<file path="src/logic/rv_pkg.sv">
`default_nettype none

package rv_pkg;

    // widths that carry a meaning
    typedef logic [31:0] xlen_t;
    typedef logic [31:2] pc_t;
    typedef logic [4:0]  reg_idx_t;
    typedef logic [2:0]  funct3_t;
    typedef logic [6:0]  opcode_t;

    // major opcodes of the supported groups
    localparam opcode_t OPC_OP     = 7'b0110011;
    localparam opcode_t OPC_OPIMM  = 7'b0010011;
    localparam opcode_t OPC_LUI    = 7'b0110111;
    localparam opcode_t OPC_AUIPC  = 7'b0010111;
    localparam opcode_t OPC_JAL    = 7'b1101111;
    localparam opcode_t OPC_JALR   = 7'b1100111;
    localparam opcode_t OPC_BRANCH = 7'b1100011;
    localparam opcode_t OPC_LOAD   = 7'b0000011;
    localparam opcode_t OPC_STORE  = 7'b0100011;

    typedef enum logic [1:0] {OP1_REG, OP1_PC, OP1_ZERO} op1_sel_e;

    typedef enum logic {OP2_REG, OP2_IMM} op2_sel_e;

    typedef enum logic [1:0] {RES_ALU, RES_MEM, RES_PC4} res_src_e;

    // branch codes give a nonzero result when taken
    typedef enum logic [5:0] {
        ADD, SUB, SLL, SLT, SLTU, XOR, SRL, SRA, OR, AND, PASS_B,
        BEQ, BNE, BLT, BGE, BLTU, BGEU
    } alu_ctrl_e;

    typedef struct packed {
        xlen_t instr;
        pc_t   pc;
        pc_t   pc_p4;
        xlen_t rs1_val;
        xlen_t rs2_val;
    } issue_t;

    typedef struct packed {
        pc_t       pc;
        pc_t       pc_p4;
        xlen_t     rs1_val;
        xlen_t     rs2_val;
        reg_idx_t  rd;
        xlen_t     imm;
        logic      reg_write;
        logic      mem_read;
        logic      mem_write;
        res_src_e  res_src;
        logic      pc_sel;
        logic      jump;
        logic      branch;
        op1_sel_e  op1_sel;
        op2_sel_e  op2_sel;
        funct3_t   funct3;
        alu_ctrl_e alu_ctrl;
    } dec_t;

    typedef struct packed {
        xlen_t    alu_result;
        logic     reg_write;
        logic     mem_read;
        logic     mem_write;
        reg_idx_t rd;
        pc_t      pc_p4;
        res_src_e res_src;
        funct3_t  funct3;
        xlen_t    rs2_val;
        logic     pc_src;
        pc_t      pc_target;
    } exec_res_t;

endpackage

`default_nettype wire

</file>
<file path="src/logic/rv_alu.sv">
`timescale 1ns/1ps
`default_nettype none

module rv_alu
(
    input  wire rv_pkg::xlen_t      i_src_a,
    input  wire rv_pkg::xlen_t      i_src_b,
    input  wire rv_pkg::alu_ctrl_e  i_ctrl,
    output rv_pkg::xlen_t           o_result,
    output logic                    o_zero
);

    logic [4:0] w_shamt;
    logic       w_lt;
    logic       w_ltu;
    logic       w_eq;

    assign w_shamt = i_src_b[4:0];
    assign w_lt    = $signed(i_src_a) < $signed(i_src_b);
    assign w_ltu   = i_src_a < i_src_b;
    assign w_eq    = i_src_a == i_src_b;

    always_comb
    begin
        case (i_ctrl)
            rv_pkg::ADD:    o_result = i_src_a + i_src_b;
            rv_pkg::SUB:    o_result = i_src_a - i_src_b;
            rv_pkg::SLL:    o_result = i_src_a << w_shamt;
            rv_pkg::SLT:    o_result = {31'b0, w_lt};
            rv_pkg::SLTU:   o_result = {31'b0, w_ltu};
            rv_pkg::XOR:    o_result = i_src_a ^ i_src_b;
            rv_pkg::SRL:    o_result = i_src_a >> w_shamt;
            rv_pkg::SRA:    o_result = $signed(i_src_a) >>> w_shamt;
            rv_pkg::OR:     o_result = i_src_a | i_src_b;
            rv_pkg::AND:    o_result = i_src_a & i_src_b;
            rv_pkg::PASS_B: o_result = i_src_b;
            // branch conditions, nonzero when taken
            rv_pkg::BEQ:    o_result = {31'b0, w_eq};
            rv_pkg::BNE:    o_result = {31'b0, !w_eq};
            rv_pkg::BLT:    o_result = {31'b0, w_lt};
            rv_pkg::BGE:    o_result = {31'b0, !w_lt};
            rv_pkg::BLTU:   o_result = {31'b0, w_ltu};
            rv_pkg::BGEU:   o_result = {31'b0, !w_ltu};
            default:        o_result = '0;
        endcase
    end

    assign o_zero = (o_result == '0);

endmodule

`default_nettype wire

</file>
<file path="src/logic/rv_decode.sv">
`timescale 1ns/1ps
`default_nettype none

module rv_decode
(
    input  wire                     i_clk,
    input  wire                     i_rst_n,
    input  wire rv_pkg::issue_t     i_issue,
    input  wire                     i_issue_valid,
    input  wire                     i_advance,
    input  wire                     i_squash,
    output rv_pkg::dec_t            o_dec,
    output logic                    o_dec_valid
);

    rv_pkg::xlen_t   w_instr;
    rv_pkg::opcode_t w_opcode;
    rv_pkg::funct3_t w_funct3;
    rv_pkg::dec_t    w_dec;
    logic            w_known;
    logic            w_load_valid;

    // shared by OP and OP-IMM, alt selects SUB or SRA
    function automatic rv_pkg::alu_ctrl_e arith_ctrl(input rv_pkg::funct3_t f3, input logic alt);
        case (f3)
            3'b000:  arith_ctrl = alt ? rv_pkg::SUB : rv_pkg::ADD;
            3'b001:  arith_ctrl = rv_pkg::SLL;
            3'b010:  arith_ctrl = rv_pkg::SLT;
            3'b011:  arith_ctrl = rv_pkg::SLTU;
            3'b100:  arith_ctrl = rv_pkg::XOR;
            3'b101:  arith_ctrl = alt ? rv_pkg::SRA : rv_pkg::SRL;
            3'b110:  arith_ctrl = rv_pkg::OR;
            default: arith_ctrl = rv_pkg::AND;
        endcase
    endfunction

    assign w_instr  = i_issue.instr;
    assign w_opcode = w_instr[6:0];
    assign w_funct3 = w_instr[14:12];

    always_comb
    begin
        w_dec           = '0;
        w_dec.pc        = i_issue.pc;
        w_dec.pc_p4     = i_issue.pc_p4;
        w_dec.rs1_val   = i_issue.rs1_val;
        w_dec.rs2_val   = i_issue.rs2_val;
        w_dec.rd        = w_instr[11:7];
        w_dec.funct3    = w_funct3;
        w_dec.res_src   = rv_pkg::RES_ALU;
        w_dec.op1_sel   = rv_pkg::OP1_REG;
        w_dec.op2_sel   = rv_pkg::OP2_IMM;
        w_dec.alu_ctrl  = rv_pkg::ADD;
        // I-type immediate unless the group says otherwise
        w_dec.imm       = {{20{w_instr[31]}}, w_instr[31:20]};
        w_known         = 1'b1;
        case (w_opcode)
            rv_pkg::OPC_OP:
            begin
                w_dec.reg_write = 1'b1;
                w_dec.op2_sel   = rv_pkg::OP2_REG;
                w_dec.alu_ctrl  = arith_ctrl(w_funct3, w_instr[30]);
            end
            rv_pkg::OPC_OPIMM:
            begin
                w_dec.reg_write = 1'b1;
                // only the right shift looks at bit 30 here
                w_dec.alu_ctrl  = arith_ctrl(w_funct3, (w_funct3 == 3'b101) && w_instr[30]);
            end
            rv_pkg::OPC_LUI, rv_pkg::OPC_AUIPC:
            begin
                w_dec.reg_write = 1'b1;
                w_dec.imm       = {w_instr[31:12], 12'b0};
                w_dec.op1_sel   = (w_opcode == rv_pkg::OPC_LUI) ? rv_pkg::OP1_ZERO
                                                                : rv_pkg::OP1_PC;
            end
            rv_pkg::OPC_JAL, rv_pkg::OPC_JALR:
            begin
                w_dec.reg_write = 1'b1;
                w_dec.jump      = 1'b1;
                w_dec.res_src   = rv_pkg::RES_PC4;
                w_dec.op1_sel   = rv_pkg::OP1_ZERO;
                w_dec.alu_ctrl  = rv_pkg::PASS_B;
                w_dec.pc_sel    = (w_opcode == rv_pkg::OPC_JALR);
                if (w_opcode == rv_pkg::OPC_JAL)
                begin
                    w_dec.imm = {{11{w_instr[31]}}, w_instr[31], w_instr[19:12],
                                 w_instr[20], w_instr[30:21], 1'b0};
                end
            end
            rv_pkg::OPC_BRANCH:
            begin
                w_dec.branch  = 1'b1;
                w_dec.op2_sel = rv_pkg::OP2_REG;
                w_dec.imm     = {{19{w_instr[31]}}, w_instr[31], w_instr[7],
                                 w_instr[30:25], w_instr[11:8], 1'b0};
                case (w_funct3)
                    3'b000:  w_dec.alu_ctrl = rv_pkg::BEQ;
                    3'b001:  w_dec.alu_ctrl = rv_pkg::BNE;
                    3'b100:  w_dec.alu_ctrl = rv_pkg::BLT;
                    3'b101:  w_dec.alu_ctrl = rv_pkg::BGE;
                    3'b110:  w_dec.alu_ctrl = rv_pkg::BLTU;
                    default: w_dec.alu_ctrl = rv_pkg::BGEU;
                endcase
            end
            rv_pkg::OPC_LOAD:
            begin
                w_dec.reg_write = 1'b1;
                w_dec.mem_read  = 1'b1;
                w_dec.res_src   = rv_pkg::RES_MEM;
            end
            rv_pkg::OPC_STORE:
            begin
                w_dec.mem_write = 1'b1;
                w_dec.imm       = {{20{w_instr[31]}}, w_instr[31:25], w_instr[11:7]};
            end
            default:
                w_known = 1'b0;
        endcase
    end

    // a taken transfer leaving execute while decode is empty means the new
    // arrival is its shadow and must not enter
    assign w_load_valid = i_issue_valid && w_known && !(i_squash && !o_dec_valid);

    always_ff @(posedge i_clk or negedge i_rst_n)
    begin
        if (!i_rst_n)
        begin
            o_dec_valid <= 1'b0;
        end
        else if (i_advance)
        begin
            o_dec_valid <= w_load_valid;
        end
    end

    always_ff @(posedge i_clk)
    begin
        if (i_advance)
        begin
            o_dec <= w_dec;
        end
    end

    a_dec_valid_known: assert property (@(posedge i_clk) disable iff (!i_rst_n)
        !$isunknown(o_dec_valid));

endmodule

`default_nettype wire

</file>
<file path="src/logic/rv_exec.sv">
`timescale 1ns/1ps
`default_nettype none

module rv_exec
(
    input  wire                     i_clk,
    input  wire                     i_rst_n,
    input  wire rv_pkg::dec_t       i_dec,
    input  wire                     i_dec_valid,
    input  wire                     i_res_ready,
    output logic                    o_advance,
    output logic                    o_squash,
    output rv_pkg::exec_res_t       o_res,
    output logic                    o_res_valid
);

    rv_pkg::dec_t  r_dec;
    logic          r_valid;
    rv_pkg::xlen_t w_op1;
    rv_pkg::xlen_t w_op2;
    rv_pkg::xlen_t w_alu_result;
    rv_pkg::xlen_t w_target_base;
    rv_pkg::xlen_t w_target_sum;
    logic          w_zero;
    logic          w_pc_src;

    // one enable for the whole pipeline
    assign o_advance = !r_valid || i_res_ready;
    assign o_squash  = r_valid && w_pc_src && o_advance;

    always_ff @(posedge i_clk or negedge i_rst_n)
    begin
        if (!i_rst_n)
        begin
            r_valid <= 1'b0;
            r_dec   <= '0;
        end
        else if (o_advance)
        begin
            if (i_dec_valid && !o_squash)
            begin
                r_valid <= 1'b1;
                r_dec   <= i_dec;
            end
            else
            begin
                // bubble, all controls low so no stale jump or write leaks out
                r_valid <= 1'b0;
                r_dec   <= '0;
            end
        end
    end

    always_comb
    begin
        case (r_dec.op1_sel)
            rv_pkg::OP1_REG: w_op1 = r_dec.rs1_val;
            rv_pkg::OP1_PC:  w_op1 = {r_dec.pc, 2'b00};
            default:         w_op1 = '0;
        endcase
    end

    assign w_op2 = (r_dec.op2_sel == rv_pkg::OP2_IMM) ? r_dec.imm : r_dec.rs2_val;

    rv_alu u_alu
    (
        .i_src_a  (w_op1),
        .i_src_b  (w_op2),
        .i_ctrl   (r_dec.alu_ctrl),
        .o_result (w_alu_result),
        .o_zero   (w_zero)
    );

    assign w_pc_src = r_dec.jump || (r_dec.branch && !w_zero);

    // jalr adds on the full rs1 value, low bits dropped after the sum
    assign w_target_base = r_dec.pc_sel ? r_dec.rs1_val : {r_dec.pc, 2'b00};
    assign w_target_sum  = w_target_base + r_dec.imm;

    always_comb
    begin
        o_res.alu_result = w_alu_result;
        o_res.reg_write  = r_dec.reg_write;
        o_res.mem_read   = r_dec.mem_read;
        o_res.mem_write  = r_dec.mem_write;
        o_res.rd         = r_dec.rd;
        o_res.pc_p4      = r_dec.pc_p4;
        o_res.res_src    = r_dec.res_src;
        o_res.funct3     = r_dec.funct3;
        o_res.rs2_val    = r_dec.rs2_val;
        o_res.pc_src     = w_pc_src;
        o_res.pc_target  = w_target_sum[31:2];
    end

    assign o_res_valid = r_valid;

    a_res_hold: assert property (@(posedge i_clk) disable iff (!i_rst_n)
        o_res_valid && !i_res_ready |=> o_res_valid && $stable(o_res));

    a_redirect_valid: assert property (@(posedge i_clk) disable iff (!i_rst_n)
        o_res.pc_src |-> o_res_valid);

endmodule

`default_nettype wire

</file>
<file path="src/logic/rv_exec_top.sv">
`timescale 1ns/1ps
`default_nettype none

module rv_exec_top
(
    input  wire                     i_clk,
    input  wire                     i_rst_n,
    input  wire rv_pkg::issue_t     i_issue,
    input  wire                     i_issue_valid,
    output logic                    o_issue_ready,
    output rv_pkg::exec_res_t       o_res,
    output logic                    o_res_valid,
    input  wire                     i_res_ready
);

    rv_pkg::dec_t w_dec;
    logic         w_dec_valid;
    logic         w_advance;
    logic         w_squash;

    rv_decode u_decode
    (
        .i_clk         (i_clk),
        .i_rst_n       (i_rst_n),
        .i_issue       (i_issue),
        .i_issue_valid (i_issue_valid),
        .i_advance     (w_advance),
        .i_squash      (w_squash),
        .o_dec         (w_dec),
        .o_dec_valid   (w_dec_valid)
    );

    rv_exec u_exec
    (
        .i_clk       (i_clk),
        .i_rst_n     (i_rst_n),
        .i_dec       (w_dec),
        .i_dec_valid (w_dec_valid),
        .i_res_ready (i_res_ready),
        .o_advance   (w_advance),
        .o_squash    (w_squash),
        .o_res       (o_res),
        .o_res_valid (o_res_valid)
    );

    // the source may issue whenever the pipeline moves
    assign o_issue_ready = w_advance;

endmodule

`default_nettype wire

</file>
<file path="config.mk">
export PLATFORM = sky130hd
export DESIGN_NAME = rv_exec_top
export DESIGN_NICKNAME = d
export VERILOG_FILES = /design/src/logic/rv_pkg.sv /design/src/logic/rv_alu.sv /design/src/logic/rv_decode.sv /design/src/logic/rv_exec.sv /design/src/logic/rv_exec_top.sv
export SDC_FILE = /design/constraint.sdc
export NUM_CORES = 1
export LEC_CHECK = 0
export ABC_CLOCK_PERIOD_IN_PS = 20400
export BUFFER_PORTS_ARGS = -buffer_cell sky130_fd_sc_hd__buf_2
export CAP_MARGIN = 25
export CORE_MARGIN = 4
export CORE_UTILIZATION = 34
export DETAILED_ROUTE_END_ITERATION = 8
export PLACE_DENSITY = 0.54
export REMOVE_ABC_BUFFERS = 1
export SYNTH_ARGS = -nofsm -noshare
export SYNTH_HDL_FRONTEND = slang
export SYNTH_HIERARCHICAL = 1
export SYNTH_SLANG_ARGS = --single-unit
</file>
<file path="constraint.sdc">
create_clock -name i_clk -period 20.4 [get_ports i_clk]
set_clock_uncertainty 0.2 [all_clocks]
set_input_delay 2.04 -clock i_clk [delete_from_list [all_inputs] [get_ports i_clk]]
set_output_delay 2.04 -clock i_clk [all_outputs]
set_load 0.1 [all_outputs]
</file>
; ---- Word-level counts from Yosys, hierarchy flattened
; Index checks and enable logic that the tools add are counted.
[word_totals]
regBits = 364
latchBits = 0
ramBits = 0
mem_bits_ro = 0
in_bits = 160
n_memories = 0
[op_classes]
n_addsub = 3
multipliers = 0
div_mod_pow = 0
n_lt_le_gt_ge = 2
n_eq_ne = 33
shifts = 3
mux = 26
n_bitwise = 3
n_reduce_logical = 29
[ops]
columns = op, count
row1 = $pmux W32 S15, 1
row2 = $mux W181, 1
row3 = $pmux W31 S4, 1
row4 = $pmux W6 S7, 2
row5 = $add A32 B32 Y32, 2
row6 = $lt A32 B32 Y1, 2
row7 = $mux W32, 2
row8 = $pmux W32 S2, 1
row9 = $eq A6 B4 Y1 const B, 8
row10 = $and A32 B32 Y32, 1
row11 = $eq A32 B32 Y1, 1
row12 = $logic_not A32 Y1, 1
row13 = $or A32 B32 Y32, 1
row14 = $shl A32 B5 Y32, 1
row15 = $shr A32 B5 Y32, 1
row16 = $sshr A32 B5 Y32, 1
row17 = $sub A32 B32 Y32, 1
row18 = $xor A32 B32 Y32, 1
row19 = $pmux W5 S5, 1
row20 = $eq A6 B3 Y1 const B, 4
row21 = $pmux W6 S4, 1
row22 = $eq A7 B6 Y1 const B, 3
row23 = $eq A7 B7 Y1 const B, 3
row24 = $mux W20, 1
row25 = 21 further kinds, 57

; ---- Logic depth before layout (Yosys ltp)
; Gate-level depths: netlist of the first run.
[depth]
depth_word = 14
depth_mapped = 27
ltp_nobuf = 21

; ---- Modules after synthesis
; Netlist of the first run, hierarchy kept.
[modules_own_cells]
columns = mod, instances, cells_per_inst, area_per_inst_um2, seq_area_each_um2
row1 = rv_alu, 1, 1477, 10100.9, 0.0
row2 = rv_exec, 1, 797, 9409.0, 4554.4
row3 = rv_decode, 1, 305, 6178.4, 5400.2

; ---- Worst setup path before layout of the first run
; Ideal clock, no wire load.
[synth_path]
path_type = reg-to-output
from = register u_exec/r_dec[9] in the netlist's numbering
to = output port o_res[30] in the netlist's numbering
t_arrival_ps = 7074
path_slack_ps = 11086
stages_incl_launch_ff = 25
path_buffers = 8
cell_sequence = dfrtp_1 > clkbuf_1 > clkbuf_1 > mux2_2 > buf_2 > clkinv_1 > clkbuf_1 > clkbuf_1 > buf_1 > ha_1 > buf_2 > o21ai_1 > o21ai_1 > o2bb2ai_1 > a21o_1 > a21oi_1 > o21ai_1 > a31oi_1 > xor2_1 > o21ai_0 > nor4_1 > and4b_1 > inv_1 > a21o_1 > buf_4
[synth_lines]
columns = element, line
row1 = from (decl), rv_exec.sv:17  ; rv_pkg::dec_t r_dec;
row2 = from (signal assigned), rv_exec.sv:43  ; r_dec <= i_dec;
row3 = to (decl), rv_exec_top.sv:11  ; output rv_pkg::exec_res_t o_res,

==> results of run 1 <==
## critical path: cells and delay by family (launching register included)
| kind | cells | cell delay, ps |
|---|---|---|
| compound gates | 6 | 2370 |
| buf+inv | 4 | 1580 |
| simple gates | 5 | 1230 |
| mux | 2 | 870 |
| fa+ha+maj | 1 | 360 |
| flops | 1 | 350 |
## worst max path at each step
stage	startpoint	end	slack, ps	depth (start not counted)
2_1_floorplan	i_res_ready	u_exec/o_res_valid	-340	5
3_3_place_gp	u_exec/r_dec[9]	o_res[30]	11610	18
3_5_place_dp	u_exec/r_dec[9]	o_res[30]	11530	18
4_1_cts	u_exec/r_dec[9]	o_res[30]	10960	18
5_1_grt	u_exec/r_dec[9]	o_res[30]	10470	18
6_report	u_exec/r_dec[9]	o_res[30]	10840	18
## layer usage
layer | share of wire (%) | GRT usage, %
met1 | 42 | 34.1
met2 | 46 | 39.8
met3 | 8.9 | 5.45
met4 | 3.2 | 7.63
met5 | 0.081 | 0
## synth_stat cells (23+ instances only)
cell type / count / area share (%)
a22o_1: 188 / 6.4
o21ai_0: 85 / 1.7
o211ai_1: 28 / 0.82
inv_1: 108 / 1.6
mux2i_1: 81 / 3.2
nor2_1: 216 / 3.2
a221oi_1: 29 / 0.99
edfxtp_1: 179 / 21
nor2b_1: 30 / 0.73
clkbuf_1: 133 / 1.9
dfrtp_1: 183 / 18
mux4_2: 48 / 4.2
xnor2_1: 31 / 1.1
buf_2: 30 / 0.58
nor4_1: 23 / 0.56
a211oi_1: 36 / 1.1
nor3_1: 44 / 0.86
a21o_1: 38 / 1.1
a21oi_1: 117 / 2.3
mux2_2: 65 / 2.8
ha_1: 134 / 6.5
buf_4: 82 / 2.4
nand2_1: 191 / 2.8
a31oi_1: 25 / 0.61
nand3_1: 41 / 0.80
## registers in the layout, summed over array words and instances (netlist names)
register	count
u_decode/o_dec	179
u_decode/o_dec_valid	1
u_exec/o_res	75
u_exec/o_res_valid	1
u_exec/r_dec	106
## metrics by stage
| stage | std cells | worst slack, ps |
|---|---|---|
| finish | 3725 | 10840 |
| global route | 3719 | 10470 |
| CTS | 3712 | 10960 |
| detailed placement | 3645 | 11530 |
| global placement | 3644 | 11610 |
| floorplan | 2311 | -337 |
## final cells by class
| type | instances | area, µm² |
|---|---|---|
| Antenna cell | 8 | 20.0 |
| Clock buffer | 56 | 1100 |
| Clock inverter | 11 | 91.3 |
| Fill cell | 7381 | 45800 |
| Inverter | 117 | 448 |
| Multi-Input combinational cell | 1832 | 14000 |
| Sequential cell | 362 | 9960 |
| Tap cell | 969 | 1210 |
| Timing Repair Buffer | 370 | 2140 |
## logic make-up (layout without fill, tap and decap cells)
group | count (synthesis) | in the layout | synth area share [%]
xor+xnor | 49 | 49 | 1.67
fa+ha+maj | 136 | 136 | 6.68
mux | 200 | 200 | 10.5
flops | 362 | 362 | 38.8
buf+inv | 385 | 554 | 7.18
other cells | 1 | 9 | 0.0146
simple gates | 664 | 664 | 12.5
compound gates | 782 | 782 | 22.7
## power by group
part	leakage [nW]	switching, mW	total, mW	internal [mW]
combinational	7.45	0.382	0.523	0.141
sequential	4.44	0.0232	0.839	0.816
clock	0.583	0.279	0.667	0.388
total	12.5	0.684	2.03	1.34
## placed cells by master, fill, tap and decap left out, types with 18 or more instances in the layout
master,count
a211oi_1,36
a21o_1,38
a21oi_1,116
a221oi_1,29
a22o_1,188
a22oi_1,20
a31oi_1,25
buf_2,298
buf_4,66
clkbuf_16,40
dfrtp_1,182
edfxtp_1,179
ha_1,134
inv_1,107
mux2_2,63
mux2i_1,81
mux4_2,48
nand2_1,191
nand3_1,41
nor2_1,211
nor2b_1,29
nor3_1,42
nor4_1,23
o211ai_1,28
o21ai_0,85
o21ai_1,20
o221ai_1,20
o22ai_1,20
xnor2_1,31
xor2_1,18
==> impl_metrics.yaml, run 1 <==
outcome:
  status: "complete, no violations"
drt:
  drc: 0
  ant_nets: 0
  viasPerCell: 6.09
  first_pass_iters: 8
  vias: 22700
  wl_per_cell_um: 27.6
  drtIter0Drc: 2423
  routed_wl_mm: 103
setup_path:
  critical_path_required_ps: 18160
  r2r_end: "u_exec/r_dec[117]"
  crit_fanout: 59
  critPathMostFrequentCell: "buf_4"
  path_class: "flip-flop to primary output"
  reg2reg_setup_slack_ps: 12300
  cp-end-kind: "primary output"
  worstPathArrival_ps: 7320
  rr_startpoint: "u_exec/r_dec[9]"
  crit_path_cell_trace: "buf_4 > mux2_4 > buf_4 > fa_1 > nor2_1 > o311ai_2 > a21oi_1 > o41ai_1 > nor2b_1 > a311oi_1 > a221oi_1 > mux2i_1 > nand2_1 > nor4_1 > and4b_1 > inv_1 > a21o_1 > buf_2"
  critPathMaxStageDelay_ps: 880
  r2r_cells: 20
  cpMaxStageDelayCell: "o41ai_1"
  start_kind: "flip-flop"
die:
  die-area_mm2: 0.0800
  core-area_mm2: 0.0747
  die_height_um: 283
  die_w_um: 283
  row_count: 100
  start_util_pct: 34.4
  io_pins: 300
clock_tree:
  hold_buffers: 0
  cts.sink_count: 362
  cts_max_path_buffers: 3
  cts_tree: "built"
  cts.clk_slew.worst_paths_ps: 60
  cts-resized-gates: 0
  clock_latency_ps: 530
  root_buffer: "clkbuf_16"
  cts_buffers: 38
  htreeDepth: 2
  post-cts-setup-buffers: 0
power_and_ir_drop:
  vdd_drop_max_mv: 0.0783
  p_leak_nw: 12.5
  power_mw: 2.03
  power_density_mw_per_mm2: 70.2
synthesis:
  netlist_area_mm2: 0.0257
  synthArstFlopShare_pct: 50.6
  synth_ff_type: "dfrtp_1"
  synth-seq-cells: 362
  yosysUniqueCellTypes: 111
  syn_area_per_cell_um2: 9.96
  yosys_warnings: 6
  synthCells: 2579
  yosysSeqAreaShare_pct: 38.8
  synth_edf_count: 179
sta:
  fin_crit_ps: 9560
  setup-violations-final: 0
  finalHoldViolations: 0
  relSlewSlack_pct: 33.8
  tightest_slew_ps: 991
  fin_crit_sh_pct: 46.9
  rsz0062_at_grt: "no"
  tns_ps: 0
  max_freq_ghz: 0.105
  holdWs_ps: 258
  final_max_slew_viol_count: 0
placed_design:
  placed_cell_area_mm2: 0.0276
  dp_hpwl_mm: 77.2
  gp_congestion: 1.02
  io_buffers: 299
hold_path:
  holdPathStages: 1
  hold_start: "u_decode/o_dec[127]"
  hold_class: "flip-flop to flip-flop"
  min_to: "u_exec/o_res[74]"
cells_and_area:
  drive_gt1_share_pct: 21.7
  final_area_mm2: 0.0289
  final_util_pct: 38.7
  area_growth_pct: 12.6
  nets: 3017
run:
  cap_violations: 0
grt:
  grt_pass1_wl_mm: 152
  antenna_found_initial: 13
  grt.total_usage_pct: 24.9
  grt_pass1_vias: 22600
  overflow: 0
  grt_max_degree: 113
(Power assumes the default switching activity.)
==> run 2, diff against run 1 <==
Settings changed: ABC_CLOCK_PERIOD_IN_PS 20400 to 9000.
Clock period 20.4 ns to 9 ns, I/O delays scaled along.
==> run 2 against run 1 <==
Net effect:
- register-to-register slack got worse by 11000 ps
- count of clock-buffer cells in the layout decreased by 4
- critical endpoint unchanged
- clock power increased by 140%
- first-iteration DRC count increased by 3.8%
- wire length increased by 5.3%
- global-route usage increased by 1.3 points
- critical path depth unchanged
- sequential power increased by 130%
- combinational power increased by 130%
- hold slack got worse by 130 ps
==> impl_metrics.yaml, run 2 (synthesis gave the netlist of run 1 again) <==
cells_and_area:
  final_area_mm2: 0.0290
  largest_register_ffs: 179
  largest_register: "u_decode/o_dec"
  fill_cells: 7411
  nets: 3021
  mostFrequentLayoutCells: "buf_2, nor2_1, nand2_1, a22o_1, dfrtp_1"
  area_growth_pct: 12.9
  multi_input_comb_area_mm2: 0.0140
  final_common_cell: "buf_2"
  register_area_mm2: 0.00996
  drive_gt1_share_pct: 22.2
grt:
  antenna_found_initial: 10
  overflow: 0
  grt.total_usage_pct: 26.2
  grt_pass1_vias: 22500
  grt_pass1_wl_mm: 157
  grt_max_degree: 184
clock_tree:
  htreeDepth: 2
  cts_buffers: 37
  cts.sink_count: 362
  root_buffer: "clkbuf_16"
  cts.clk_slew.worst_paths_ps: 60
  cts_tree: "built"
  cts-resized-gates: 0
  post-cts-setup-buffers: 0
  cts_max_path_buffers: 3
  clock_latency_ps: 540
  hold_buffers: 0
drt:
  viasPerCell: 6.14
  drc: 0
  first_pass_iters: 6
  routed_wl_mm: 108
  ant_nets: 0
  vias: 22900
  drtIter0Drc: 2515
  wl_per_cell_um: 29.0
die:
  die_w_um: 283
  start_util_pct: 34.4
  io_pins: 300
  core-area_mm2: 0.0747
  die-area_mm2: 0.0800
  die_height_um: 283
  row_count: 100
power_and_ir_drop:
  vdd_drop_max_mv: 0.204
  power_density_mw_per_mm2: 161
  p_leak_nw: 12.5
sta:
  tns_ps: 0
  setup-violations-final: 0
  finalHoldViolations: 0
  rsz0062_at_grt: "no"
  max_freq_ghz: 0.119
  fin_crit_sh_pct: 93.2
  final_max_slew_viol_count: 0
  tightest_slew_ps: 1080
  fin_crit_ps: 8390
  relSlewSlack_pct: 28.0
placed_design:
  io_buffers: 299
  gp_congestion: 1.02
  placed_cell_area_mm2: 0.0277
  dp_hpwl_mm: 82.7
setup_path:
  cp-end-kind: "primary output"
  critical_path_required_ps: 7900
  start_kind: "flip-flop"
  worstPathArrival_ps: 7290
  path_class: "flip-flop to primary output"
  crit_fanout: 21
run:
  cap_violations: 0
hold_path:
  hold_class: "input pin to asynchronous set/reset pin"
outcome:
  status: "complete, no violations"
## run 2: layout make-up
type / instances / area share, %
tap: 969 / 4.18
clock buffer: 52 / 3.70
timing repair buffer: 375 / 7.44
sequential: 362 / 34.3
antenna: 6 / 0.0518
clock inverter: 15 / 0.608
inverter: 117 / 1.54
multi-input combinational: 1832 / 48.2
## run 2: final timing paths
| kind | slack, ps | cells after the start | end | from |
|---|---|---|---|---|
| setup reg to reg | 1190 | 21 | u_exec/o_res[92] | u_exec/r_dec[10] |
| max in group asynchronous | 7210 | 2 | u_exec/r_dec[166] | i_rst_n |
| min in group i_clk | 250 | 1 | u_exec/o_res[88] | u_decode/o_dec[141] |
| hold reg to reg | 250 | 1 | u_exec/o_res[88] | u_decode/o_dec[141] |
| setup / recovery | 610 | 18 | o_res[30] | u_exec/r_dec[10] |
| hold / removal | 120 | 1 | u_exec/o_res_valid | i_rst_n |
## run 2: critical path: stages (launching register included)
cell       delay [ps]
dfrtp_2           570
buf_12            250
nor3b_1           870
inv_1             350
fa_1              540
nand2b_1          210
a2111oi_2         590
nor3_1            130
nor4_2            550
o21ba_2           280
nor3_1             60
a2111oi_0         400
o21ai_1           190
nand4b_1          280
nor4_1            270
and4b_1           480
inv_1             110
a21o_1            270
buf_2             320
## run 2: stage by stage
step	power [mW]	utilization [%]	setup slack, ps	instances	hold slack [ps]
finish	4.68	38.8	608	3728	123
global route	4.86	38.8	217	3723	148
CTS	4.71	38.7	704	3720	129
detailed placement	3.11	37.1	1300	3653	249
global placement	3.11	37.1	1430	3653	245
floorplan	2.72	-	-10670	2311	243
## run 2: routing by layer
layer,wire [µm],vias up,GRT usage [%]
met5,70,-,0
met2,49100,1159,41.5
met1,45300,11500,35.7
met4,4230,12,8.86
li1,-,9988,-
met3,9600,225,5.91
## run 2: where the power goes
part	total, mW	switching, mW	internal, mW	leakage (nW)
clock network	1.58	0.649	0.928	0.616
registers	1.90	0.0557	1.85	4.44
logic	1.20	0.876	0.322	7.46
total	4.68	1.58	3.10	12.5
